==> src/rtl/hazard_consts.svh <==
`ifndef HAZARD_CONSTS_SVH
`define HAZARD_CONSTS_SVH

//////////////////////////////////////////////////
// Primary opcodes
//////////////////////////////////////////////////
`define HZ_OP_SPECIAL  6'b000000  // R format, decoded by funct
`define HZ_OP_REGIMM   6'b000001  // bltz / bgez, decoded by rt
`define HZ_OP_J        6'b000010
`define HZ_OP_JAL      6'b000011
`define HZ_OP_BEQ      6'b000100
`define HZ_OP_BNE      6'b000101
`define HZ_OP_BLEZ     6'b000110
`define HZ_OP_BGTZ     6'b000111
`define HZ_OP_ADDI     6'b001000
`define HZ_OP_ADDIU    6'b001001
`define HZ_OP_SLTI     6'b001010
`define HZ_OP_SLTIU    6'b001011
`define HZ_OP_ANDI     6'b001100
`define HZ_OP_ORI      6'b001101
`define HZ_OP_XORI     6'b001110
`define HZ_OP_LUI      6'b001111
`define HZ_OP_LB       6'b100000
`define HZ_OP_LH       6'b100001
`define HZ_OP_LW       6'b100011
`define HZ_OP_LBU      6'b100100
`define HZ_OP_LHU      6'b100101
`define HZ_OP_SB       6'b101000
`define HZ_OP_SH       6'b101001
`define HZ_OP_SW       6'b101011

//////////////////////////////////////////////////
// Function codes under HZ_OP_SPECIAL
//////////////////////////////////////////////////
`define HZ_FN_SLL      6'b000000  // Also the all-zero nop
`define HZ_FN_SRL      6'b000010
`define HZ_FN_SRA      6'b000011
`define HZ_FN_SLLV     6'b000100
`define HZ_FN_SRLV     6'b000110
`define HZ_FN_SRAV     6'b000111
`define HZ_FN_JR       6'b001000
`define HZ_FN_JALR     6'b001001
`define HZ_FN_ADD      6'b100000
`define HZ_FN_ADDU     6'b100001
`define HZ_FN_SUB      6'b100010
`define HZ_FN_SUBU     6'b100011
`define HZ_FN_AND      6'b100100
`define HZ_FN_OR       6'b100101
`define HZ_FN_XOR      6'b100110
`define HZ_FN_NOR      6'b100111
`define HZ_FN_SLT      6'b101010
`define HZ_FN_SLTU     6'b101011

// Sub-opcodes in the rt field under HZ_OP_REGIMM
`define HZ_RT_BLTZ     5'b00000
`define HZ_RT_BGEZ     5'b00001

`define HZ_REG_RA      5'd31      // Link register written by jal
`define HZ_REG_W       5          // Register index width

`endif

==> src/rtl/hazard_pkg.sv <==
`default_nettype none

`include "hazard_consts.svh"

package hazard_pkg;

    typedef logic [`HZ_REG_W-1:0] reg_idx_t;

    // R format view of an instruction word
    typedef struct packed {
        logic [5:0] op;
        reg_idx_t   rs;
        reg_idx_t   rt;
        reg_idx_t   rd;
        logic [4:0] shamt;
        logic [5:0] funct;
    } r_fmt_t;

    // I format view, rt doubles as regimm sub-opcode
    typedef struct packed {
        logic [5:0]  op;
        reg_idx_t    rs;
        reg_idx_t    rt;
        logic [15:0] imm;
    } i_fmt_t;

    typedef union packed {
        r_fmt_t r;
        i_fmt_t i;
    } instr_t;

    // Operand source selection
    typedef enum logic [1:0] {
        FWD_NONE   = 2'd0,  // Register file value
        FWD_M_ALU  = 2'd1,  // Memory stage ALU result
        FWD_M_LINK = 2'd2,  // Memory stage link address
        FWD_W      = 2'd3   // Write-back value
    } fwd_sel_t;

endpackage

`default_nettype wire

==> src/rtl/stage_info_if.sv <==
`timescale 1ns/100ps
`default_nettype none

interface stage_info_if;
    import hazard_pkg::*;

    logic     cal_r;     // Register-register ALU op
    logic     cal_i;     // Immediate ALU op
    logic     load;
    logic     store;
    logic     branch;    // Conditional branch, reads rs and maybe rt
    logic     jump_reg;  // jr or jalr
    logic     is_jal;
    logic     is_jalr;
    reg_idx_t rs;
    reg_idx_t rt;
    reg_idx_t dest;      // 0 means no register write

    modport producer (
        output cal_r, cal_i, load, store, branch, jump_reg,
        output is_jal, is_jalr, rs, rt, dest
    );

    modport consumer (
        input cal_r, cal_i, load, store, branch, jump_reg,
        input is_jal, is_jalr, rs, rt, dest
    );

endinterface

`default_nettype wire

==> src/rtl/forward_unit.sv <==
`timescale 1ns/100ps
`default_nettype none

module forward_unit (
    stage_info_if.consumer       d,
    stage_info_if.consumer       e,
    stage_info_if.consumer       m,
    stage_info_if.consumer       w,
    output hazard_pkg::fwd_sel_t fwd_rs_d,
    output hazard_pkg::fwd_sel_t fwd_rt_d,
    output hazard_pkg::fwd_sel_t fwd_rs_e,
    output hazard_pkg::fwd_sel_t fwd_rt_e,
    output hazard_pkg::fwd_sel_t fwd_rt_m
);
    import hazard_pkg::*;

    reg_idx_t m_alu_dest;   // 0 unless memory holds an ALU result
    reg_idx_t m_link_dest;  // 0 unless memory holds jal or jalr
    logic     d_rs_use;
    logic     d_rt_use;
    logic     e_rs_use;
    logic     e_rt_use;

    // Nearest producer wins
    function automatic fwd_sel_t pick_src(
        input logic     reads,
        input reg_idx_t src,
        input reg_idx_t alu_dst,
        input reg_idx_t link_dst,
        input reg_idx_t wb_dst
    );
        fwd_sel_t sel;
        sel = FWD_NONE;
        if (reads) begin
            if (alu_dst != '0 && src == alu_dst) begin
                sel = FWD_M_ALU;
            end else if (link_dst != '0 && src == link_dst) begin
                sel = FWD_M_LINK;
            end else if (wb_dst != '0 && src == wb_dst) begin
                sel = FWD_W;
            end
        end
        return sel;
    endfunction

    //////////////////////////////////////////////////
    // Producers and consumers
    //////////////////////////////////////////////////
    assign m_alu_dest  = (m.cal_r || m.cal_i) ? m.dest : '0;
    assign m_link_dest = (m.is_jal || m.is_jalr) ? m.dest : '0;

    assign d_rs_use = d.branch || d.jump_reg;
    assign d_rt_use = d.branch;
    assign e_rs_use = e.cal_r || e.cal_i || e.load || e.store;
    assign e_rt_use = e.cal_r || e.store;

    assign fwd_rs_d = pick_src(d_rs_use, d.rs, m_alu_dest, m_link_dest, w.dest);
    assign fwd_rt_d = pick_src(d_rt_use, d.rt, m_alu_dest, m_link_dest, w.dest);
    assign fwd_rs_e = pick_src(e_rs_use, e.rs, m_alu_dest, m_link_dest, w.dest);
    assign fwd_rt_e = pick_src(e_rt_use, e.rt, m_alu_dest, m_link_dest, w.dest);

    // Store data in memory can only come from write-back. The mux there has
    // two inputs, so the write-back leg takes encoding 1 (FWD_M_ALU's value)
    assign fwd_rt_m = (m.store && w.dest != '0 && w.dest == m.rt) ? FWD_M_ALU : FWD_NONE;

endmodule

`default_nettype wire

==> src/rtl/hazard_unit.sv <==
`timescale 1ns/100ps
`default_nettype none

module hazard_unit (
    input  logic [31:0] ir_d,
    input  logic [31:0] ir_e,
    input  logic [31:0] ir_m,
    input  logic [31:0] ir_w,
    output logic [1:0]  fwd_rs_d,
    output logic [1:0]  fwd_rt_d,
    output logic [1:0]  fwd_rs_e,
    output logic [1:0]  fwd_rt_e,
    output logic [1:0]  fwd_rt_m,
    output logic        enable,
    output logic        clear
);

    stage_info_if info_d ();
    stage_info_if info_e ();
    stage_info_if info_m ();
    stage_info_if info_w ();

    //////////////////////////////////////////////////
    // One classifier per pipeline stage
    //////////////////////////////////////////////////
    instr_classifier i_class_d (.ir(ir_d), .info(info_d));
    instr_classifier i_class_e (.ir(ir_e), .info(info_e));
    instr_classifier i_class_m (.ir(ir_m), .info(info_m));
    instr_classifier i_class_w (.ir(ir_w), .info(info_w));

    stall_detector i_stall (
        .d      (info_d),
        .e      (info_e),
        .m      (info_m),
        .enable (enable),
        .clear  (clear)
    );

    forward_unit i_fwd (
        .d        (info_d),
        .e        (info_e),
        .m        (info_m),
        .w        (info_w),
        .fwd_rs_d (fwd_rs_d),
        .fwd_rt_d (fwd_rt_d),
        .fwd_rs_e (fwd_rs_e),
        .fwd_rt_e (fwd_rt_e),
        .fwd_rt_m (fwd_rt_m)  // Store data in memory
    );

endmodule

`default_nettype wire

==> src/rtl/instr_classifier.sv <==
`timescale 1ns/100ps
`default_nettype none

`include "hazard_consts.svh"

module instr_classifier (
    input hazard_pkg::instr_t ir,
    stage_info_if.producer    info
);
    import hazard_pkg::*;

    logic     cal_r;
    logic     cal_i;
    logic     load;
    logic     store;
    logic     branch;
    logic     jump_reg;
    logic     is_jal;
    logic     is_jalr;
    reg_idx_t dest;

    //////////////////////////////////////////////////
    // Class decode
    //////////////////////////////////////////////////
    always_comb begin
        cal_r    = 1'b0;
        cal_i    = 1'b0;
        load     = 1'b0;
        store    = 1'b0;
        branch   = 1'b0;
        jump_reg = 1'b0;
        is_jal   = 1'b0;
        is_jalr  = 1'b0;
        case (ir.r.op)
            `HZ_OP_SPECIAL: begin
                case (ir.r.funct)
                    `HZ_FN_SLL, `HZ_FN_SRL, `HZ_FN_SRA,
                    `HZ_FN_SLLV, `HZ_FN_SRLV, `HZ_FN_SRAV,
                    `HZ_FN_ADD, `HZ_FN_ADDU, `HZ_FN_SUB, `HZ_FN_SUBU,
                    `HZ_FN_AND, `HZ_FN_OR, `HZ_FN_XOR, `HZ_FN_NOR,
                    `HZ_FN_SLT, `HZ_FN_SLTU: cal_r = 1'b1;
                    `HZ_FN_JR:               jump_reg = 1'b1;
                    `HZ_FN_JALR: begin
                        jump_reg = 1'b1;  // Reads rs like jr
                        is_jalr  = 1'b1;
                    end
                    default: ;
                endcase
            end
            `HZ_OP_REGIMM: begin
                if (ir.i.rt == `HZ_RT_BLTZ || ir.i.rt == `HZ_RT_BGEZ) begin
                    branch = 1'b1;
                end
            end
            `HZ_OP_BEQ, `HZ_OP_BNE,
            `HZ_OP_BLEZ, `HZ_OP_BGTZ:  branch = 1'b1;
            `HZ_OP_ADDI, `HZ_OP_ADDIU, `HZ_OP_SLTI, `HZ_OP_SLTIU,
            `HZ_OP_ANDI, `HZ_OP_ORI, `HZ_OP_XORI,
            `HZ_OP_LUI:                cal_i = 1'b1;
            `HZ_OP_LB, `HZ_OP_LBU, `HZ_OP_LH,
            `HZ_OP_LHU, `HZ_OP_LW:     load = 1'b1;
            `HZ_OP_SB, `HZ_OP_SH,
            `HZ_OP_SW:                 store = 1'b1;
            `HZ_OP_JAL:                is_jal = 1'b1;
            `HZ_OP_J:                  ;  // Reads and writes no register
            default:                   ;
        endcase
    end

    // Destination register, one rule for every stage
    always_comb begin
        if (cal_r || is_jalr) begin
            dest = ir.r.rd;
        end else if (cal_i || load) begin
            dest = ir.i.rt;
        end else if (is_jal) begin
            dest = `HZ_REG_RA;
        end else begin
            dest = '0;
        end
    end

    assign info.cal_r    = cal_r;
    assign info.cal_i    = cal_i;
    assign info.load     = load;
    assign info.store    = store;
    assign info.branch   = branch;
    assign info.jump_reg = jump_reg;
    assign info.is_jal   = is_jal;
    assign info.is_jalr  = is_jalr;
    assign info.rs       = ir.r.rs;
    assign info.rt       = ir.r.rt;
    assign info.dest     = dest;

endmodule

`default_nettype wire

==> src/rtl/stall_detector.sv <==
`timescale 1ns/100ps
`default_nettype none

module stall_detector (
    stage_info_if.consumer d,
    stage_info_if.consumer e,
    stage_info_if.consumer m,
    output logic           enable,
    output logic           clear
);

    logic e_hit_rs;     // Execute result feeds decode rs
    logic e_hit_rt;
    logic m_hit_rs;     // Memory result feeds decode rs
    logic m_hit_rt;
    logic e_result;     // Execute holds a register producer
    logic stall_ctl_e;
    logic stall_load_e;
    logic stall_load_m;
    logic stall;

    assign e_hit_rs = (e.dest != '0) && (e.dest == d.rs);
    assign e_hit_rt = (e.dest != '0) && (e.dest == d.rt);
    assign m_hit_rs = (m.dest != '0) && (m.dest == d.rs);
    assign m_hit_rt = (m.dest != '0) && (m.dest == d.rt);

    assign e_result = e.cal_r || e.cal_i || e.load;

    //////////////////////////////////////////////////
    // Stall terms
    //////////////////////////////////////////////////

    // Branch and jr compare in decode, so no execute result is ready in time
    assign stall_ctl_e = e_result &&
                         ((d.branch && (e_hit_rs || e_hit_rt)) ||
                          (d.jump_reg && e_hit_rs));

    // Load data arrives after execute
    assign stall_load_e = e.load &&
                          (((d.cal_i || d.load || d.store) && e_hit_rs) ||
                           (d.cal_r && (e_hit_rs || e_hit_rt)));

    // Load still in memory, too late for a decode compare
    assign stall_load_m = m.load &&
                          ((d.branch && (m_hit_rs || m_hit_rt)) ||
                           (d.jump_reg && m_hit_rs));

    assign stall  = stall_ctl_e || stall_load_e || stall_load_m;
    assign enable = !stall;  // Holds PC and decode register
    assign clear  = stall;   // Bubble into execute

endmodule

`default_nettype wire
==> config.mk <==
export PLATFORM = sky130hd
export DESIGN_NAME = hazard_unit
export DESIGN_NICKNAME = d
export VERILOG_FILES = /design/src/rtl/hazard_pkg.sv /design/src/rtl/stage_info_if.sv /design/src/rtl/forward_unit.sv /design/src/rtl/hazard_unit.sv /design/src/rtl/instr_classifier.sv /design/src/rtl/stall_detector.sv
export VERILOG_INCLUDE_DIRS = /design/src /design/src/rtl
export SDC_FILE = /design/constraint.sdc
export NUM_CORES = 1
export LEC_CHECK = 0
export BUFFER_PORTS_ARGS = -buffer_cell sky130_fd_sc_hd__buf_4
export CAP_MARGIN = 20
export CORE_MARGIN = 2
export CORE_UTILIZATION = 43
export DETAILED_ROUTE_END_ITERATION = 10
export GPL_TIMING_DRIVEN = 1
export PLACE_DENSITY = 0.81
export SYNTH_ARGS = -nofsm -noshare
export SYNTH_HDL_FRONTEND = slang
export SYNTH_HIERARCHICAL = 1
export SYNTH_SLANG_ARGS = --single-unit
==> constraint.sdc <==
create_clock -name vclk -period 3.1
set_input_delay 0.31 -clock vclk [all_inputs]
set_output_delay 0.31 -clock vclk [all_outputs]
set_load 0.01 [all_outputs]
# Yosys cells after proc, flatten, opt, wreduce, memory -nomap -nowiden
# Index checks and enable logic that the tools add are counted.
totals:
  reg_bits: 0
  word_cells: 294
  out_inout_bits: 12
  in_bits: 128
op_classes:
  n_eq_ne: 152
  n_reduce_logical: 82
  muxes: 60
ops:
  columns: ["op", "count"]
  rows:
  - ["$eq 6x6->1 const B", 69]
  - ["$eq 6x4->1 const B", 37]
  - ["$eq 6x3->1 const B", 16]
  - ["$eq 5x5->1", 17]
  - ["$eq 6x2->1 const B", 11]
  - ["$reduce_or 16->1", 4]
  - ["$mux 5", 11]
  - ["$logic_not 6->1", 8]
  - ["$mux 1", 32]
  - ["$mux 2", 16]
  - ["$reduce_or 8->1", 4]
  - ["$logic_and 1x1->1", 27]
  - ["$reduce_bool 5->1", 5]
  - ["$logic_or 1x1->1", 23]
  - ["$reduce_or 5->1", 4]
  - ["$reduce_or 3->1", 3]
  - ["$eq 6x1->1 const B", 1]
  - ["$eq 5x1->1 const B", 1]
  - ["$logic_not 5->1", 1]
  - ["$reduce_or 4->1", 1]
  - ["$pmux 1 s2", 1]
  - ["$reduce_or 2->1", 1]
  - ["$logic_not 1->1", 1]

# Longest topological paths before layout
depth:
  ltp_word: 15
  mapped_depth: 10
  ltp_nobuf: 9

# Hierarchy
# The synthesis kept the hierarchy.
modules_own_cells:
  columns: ["mod", "cells_each", "n_inst", "seq_area_each_um2", "area_per_inst_um2"]
  rows:
  - ["instr_classifier", 41, 4, 0.0, 295.3]
  - ["forward_unit", 152, 1, 0.0, 1096.1]
  - ["stall_detector", 37, 1, 0.0, 295.3]

# Worst setup path after synthesis
# No wires, ideal clock.
synth_timing:
  kind: "input-to-output"
  from: "input ir_m[30]"
  to: "output fwd_rs_d[1]"
  arrival_ps: 2872
  t_required_ps: 2790
  cell_stages: 10
  slack_ps: -82
  n_path_buf: 1
  path_cell_list: "or4_1 > or4_4 > a31oi_4 > a221o_1 > buf_2 > xnor2_1 > a31oi_1 > o21ai_0 > and3_1 > a221oi_1"
synth_via:
  elab_chain_cells: 12
  elab_cells_between_ends: 40
  cone_classes: "eq/ne (16); mux (13); reduce/logical (11)"
synth_lines:
  columns: ["element", "line_no", "rtl"]
  rows:
  - ["start: declaration", "hazard_unit.sv:7", "input logic [31:0] ir_m,"]
  - ["$eq 6x4->1 or $eq 6x6->1 (tied branches)", "instr_classifier.sv:34", "case (ir.r.op)"]
  - ["$reduce_or 8->1 or $reduce_or 5->1 (tied branches)", "instr_classifier.sv:34", null]
  - ["$mux 1", "instr_classifier.sv:34", null]
  - ["$logic_or 1x1->1", "instr_classifier.sv:74", "end else if (cal_i || load) begin"]
  - ["$mux 5", "instr_classifier.sv:74", null]
  - ["$mux 5 (*)", "instr_classifier.sv:72", "if (cal_r || is_jalr) begin"]
  - ["net info_m.dest[2]", "stage_info_if.sv:17", "reg_idx_t dest;"]
  - ["$mux 5", "forward_unit.sv:50", "assign m_link_dest = (m.is_jal || m.is_jalr) ? m.dest : '0;"]
  - ["$eq 5x5->1 or $reduce_bool 5->1 (tied branches)", "forward_unit.sv:37", "end else if (link_dst != '0 && src == link_dst) begin"]
  - ["$logic_and 1x1->1", "forward_unit.sv:37", null]
  - ["$mux 2", "forward_unit.sv:37", null]
  - ["$mux 2 (*)", "forward_unit.sv:35", "if (alu_dst != '0 && src == alu_dst) begin"]
  - ["$mux 2 (*)", "forward_unit.sv:34", "if (reads) begin"]
  - ["end: declaration", "hazard_unit.sv:9", "output logic [1:0] fwd_rs_d,"]
# Mark *: on every way through the listed nets, which the timed path passes. The rest lies on a longest branch.

# Worst setup path after layout
layout_timing:
  from: "input ir_w[30]"
  to: "output fwd_rs_e[0]"
layout_via:
  elab_chain_cells: 12
  elab_cells_between_ends: 34
  cone_classes: "eq/ne (15); mux (12); reduce/logical (7)"
layout_lines:
  columns: ["element", "line_no", "rtl"]
  rows:
  - ["start: declaration", "hazard_unit.sv:8", "input logic [31:0] ir_w,"]
  - ["$eq 6x4->1 or $eq 6x6->1 (tied branches)", "instr_classifier.sv:34", null]
  - ["$reduce_or 8->1 or $reduce_or 5->1 (tied branches)", "instr_classifier.sv:34", null]
  - ["$mux 1", "instr_classifier.sv:34", null]
  - ["$logic_or 1x1->1", "instr_classifier.sv:74", null]
  - ["$mux 5", "instr_classifier.sv:74", null]
  - ["$mux 5 (*)", "instr_classifier.sv:72", null]
  - ["net info_w.dest[3]", "stage_info_if.sv:17", null]
  - ["$eq 5x5->1 or $reduce_bool 5->1 (tied branches)", "forward_unit.sv:39", "end else if (wb_dst != '0 && src == wb_dst) begin"]
  - ["$logic_and 1x1->1 (*)", "forward_unit.sv:39", null]
  - ["$mux 2 (*)", "forward_unit.sv:39", null]
  - ["$mux 2 (*)", "forward_unit.sv:37", null]
  - ["$mux 2 (*)", "forward_unit.sv:35", null]
  - ["$mux 2 (*)", "forward_unit.sv:34", null]
  - ["end: declaration", "hazard_unit.sv:11", "output logic [1:0] fwd_rs_e,"]
# Marked as above.

==> reports/metrics.csv <==
stage;metric;value;unit
sta;Slew Viols, Final;0;
detailed_routing;Routed Antenna Nets;0;
run_status;status;finished with violations;
global_routing;initial antenna violation count;0;
die;core box area;5107;um2
setup_path;crit path from;ir_w[30];
sta;post-route setup slack;-287.9;ps
setup_path;WP data arrival;3080;ps
setup_path;Startpoint Class;primary input;
placement;Final HPWL DP;6.539;mm
final_layout;seq_cells;0;
detailed_routing;final wirelength;8.502;mm
synth;Syn Area/Cell;7.297;um2
global_routing;All-Layer GR Usage;0.2671;
setup_path;crit path buf inv count;3;
die;IO Pins;140;
flow_run;number of max-cap violations;0;
detailed_routing;DRC violations left;0;
run_status;violated checks;negative setup slack;
pwr;Cell Int Power;0.2352;mW
setup_path;crit end category;output port;
detailed_routing;TritonRoute pass-1 iters;5;
sta;Min Clock Period, post-route;3388;ps
pwr;sequential fraction of design power;0;
final_layout;ANT cells;0;
sta;setup TNS;-2304;ps
pwr;P per Cell Area;119.2;nW/um2
setup_path;worst setup path class;primary input to output port;
die;initial core utilization;0.4429;
final_layout;P&R area growth vs syn;60.67;%
setup_path;critical path's slowest cell;or4_4;
setup_path;Worst path depth;12;
final_layout;final instance area;3635;um2
global_routing;number of global-route vias before repair;3019;
sta;Hold Vio Cnt, Final;0;
detailed_routing;initial drt markers;212;
sta;Final Setup Violations;11;
synth;Synthesis Warnings;6;
pwr;Leak;1.501;nW
detailed_routing;DR vias/cell;6.016;
setup_path;worst path cell trace;buf_6 > or4_4 > or4_4 > a31oi_4 > a221o_1 > buf_6 > xnor2_1 > nand3_1 > or4_4 > nor2_2 > o2bb2ai_1 > buf_4;
setup_path;most frequent CP cell;or4_4;
setup_path;cell family with most CP delay;simple AND/OR/NAND/NOR gates;
pwr;VDD IR-drop max;80.88;uV
synth;instance count of the mapped netlist;310;
detailed_routing;vias post-DR;3056;
pwr;sw power;0.1980;mW
sta;slew margin rel.;0.5525;
setup_path;Required @ worst endpoint;2790;ps
global_routing;largest net degree at the start of global routing;16;
sta;Worst-Margin Slew;666.1;ps
die;Die ar.;5857;um2
pwr;Clk pwr share;0;
final_layout;FF/Latch Area;0;um2
synth;Post-Syn Area;2262;um2
placement;GPL Wtd Cong;0.9109;
die;DIE HEIGHT;76.53;um
final_layout;clkbuf count;0;
pwr;switch share;0.4570;
die;Site Rows;26;
setup_path;crit-path max FO;5;
placement;Port Buffers;104;
cts;hold_buf cts;0;
sta;RSZ-0062 raised after global routing;true;
detailed_routing;routed len/inst;16.74;um
global_routing;global-route wire length before repair;13.43;mm
synth;Syn Nets;438;
sta;period utilization;1.093;
setup_path;CP max stage delay;520;ps
placement;post-place instance area;3339;um2
die;Chip Width;76.53;um
setup_path;Worst setup endpoint;fwd_rs_e[0];
final_layout;Fillers;390;
global_routing;total gr overflow;0;
pwr;combinational power share;1.000;
sta;FMAX;295.2;MHz
final_layout;net total in the final layout;568;
final_layout;share of cells above drive strength 1;0.4817;
min_path;Worst Hold Class;primary input to output port;
pwr;Pwr Total;0.4331;mW
[power by group through the flow]
stage	sequential [mW]	clock, mW	combinational, mW
detailed placement	0	0	0.381
floorplan	0	0	0.214
global placement	0	0	0.368
CTS	0	0	0.401
finish	0	0	0.433
global route	0	0	0.464
[stage by stage]
| stage | std cells | setup WS, ps | hold slack (ps) | util |
|---|---|---|---|---|
| 2_1_floorplan | 310 | -1.266 | 763.8 | - |
| 3_3_place_gp | 500 | -283.4 | 1020 | 0.6538 |
| 3_5_place_dp | 500 | -329.8 | 1023 | 0.6538 |
| 4_1_cts | 505 | -254.9 | 1025 | 0.6825 |
| 5_1_grt | 508 | -398.4 | 1129 | 0.7117 |
| 6_report | 508 | -287.9 | 1080 | 0.7117 |
[how the worst min path moves through the flow]
stage             start     endpoint  slack (ps)  cells past startpoint
6_report       ir_m[20]  fwd_rt_m[0]        1080                      5
5_1_grt        ir_m[18]  fwd_rt_m[0]        1130                      5
4_1_cts        ir_m[20]  fwd_rt_m[0]        1030                      5
3_5_place_dp   ir_m[20]  fwd_rt_m[0]        1020                      5
3_3_place_gp   ir_m[18]  fwd_rt_m[0]        1020                      5
2_1_floorplan  ir_m[28]  fwd_rt_m[0]         760                      3
[final cells by class]
cell class / count / area, um2 / area share
timing repair buffer: 167 / 1369 / 0.3766
multi-input combinational: 259 / 2133 / 0.5869
tap: 70 / 87.58 / 0.02410
inverter: 12 / 45.04 / 0.01239
[layout by cell type, fill, tap and decap left out, types with 2 or more instances in the layout]
cell type,n
nor4b_1,7
nor4_2,3
nor3b_1,4
nand2b_1,8
o2bb2ai_1,2
a21oi_2,2
or4_4,10
nor2_2,2
xnor2_2,6
buf_4,148
o21ai_0,10
nand3_1,3
inv_1,12
a221o_1,14
a31oi_1,9
a211oi_1,4
nand2_1,7
o21ai_1,7
and4_1,2
buf_6,14
or2_2,4
xnor2_1,23
o211a_1,2
nor4bb_1,5
nor2_1,23
a31oi_4,3
nor4_1,3
nand4_1,9
a21oi_1,5
nor3_1,2
o32ai_1,13
buf_12,5
xor2_1,32
or4_1,4
nor2b_1,6
nor4bb_4,3
[metal layers]
metal,vias up,GRT usage,wire [um]
li1,1431,-,-
met1,1423,0.3087,3169
met2,175,0.5204,4344
met3,27,0.01896,737
met4,0,0.07455,250
met5,-,0,0
[timing repair]
item                       4_1_cts  5_1_grt
pin swaps                       23       13
gates resized for setup         24       24
cloned                           0        0
setup endpoints to repair       10       11
buffers inserted                 5        3
Note: power is estimated with default switching activity, not from simulation.
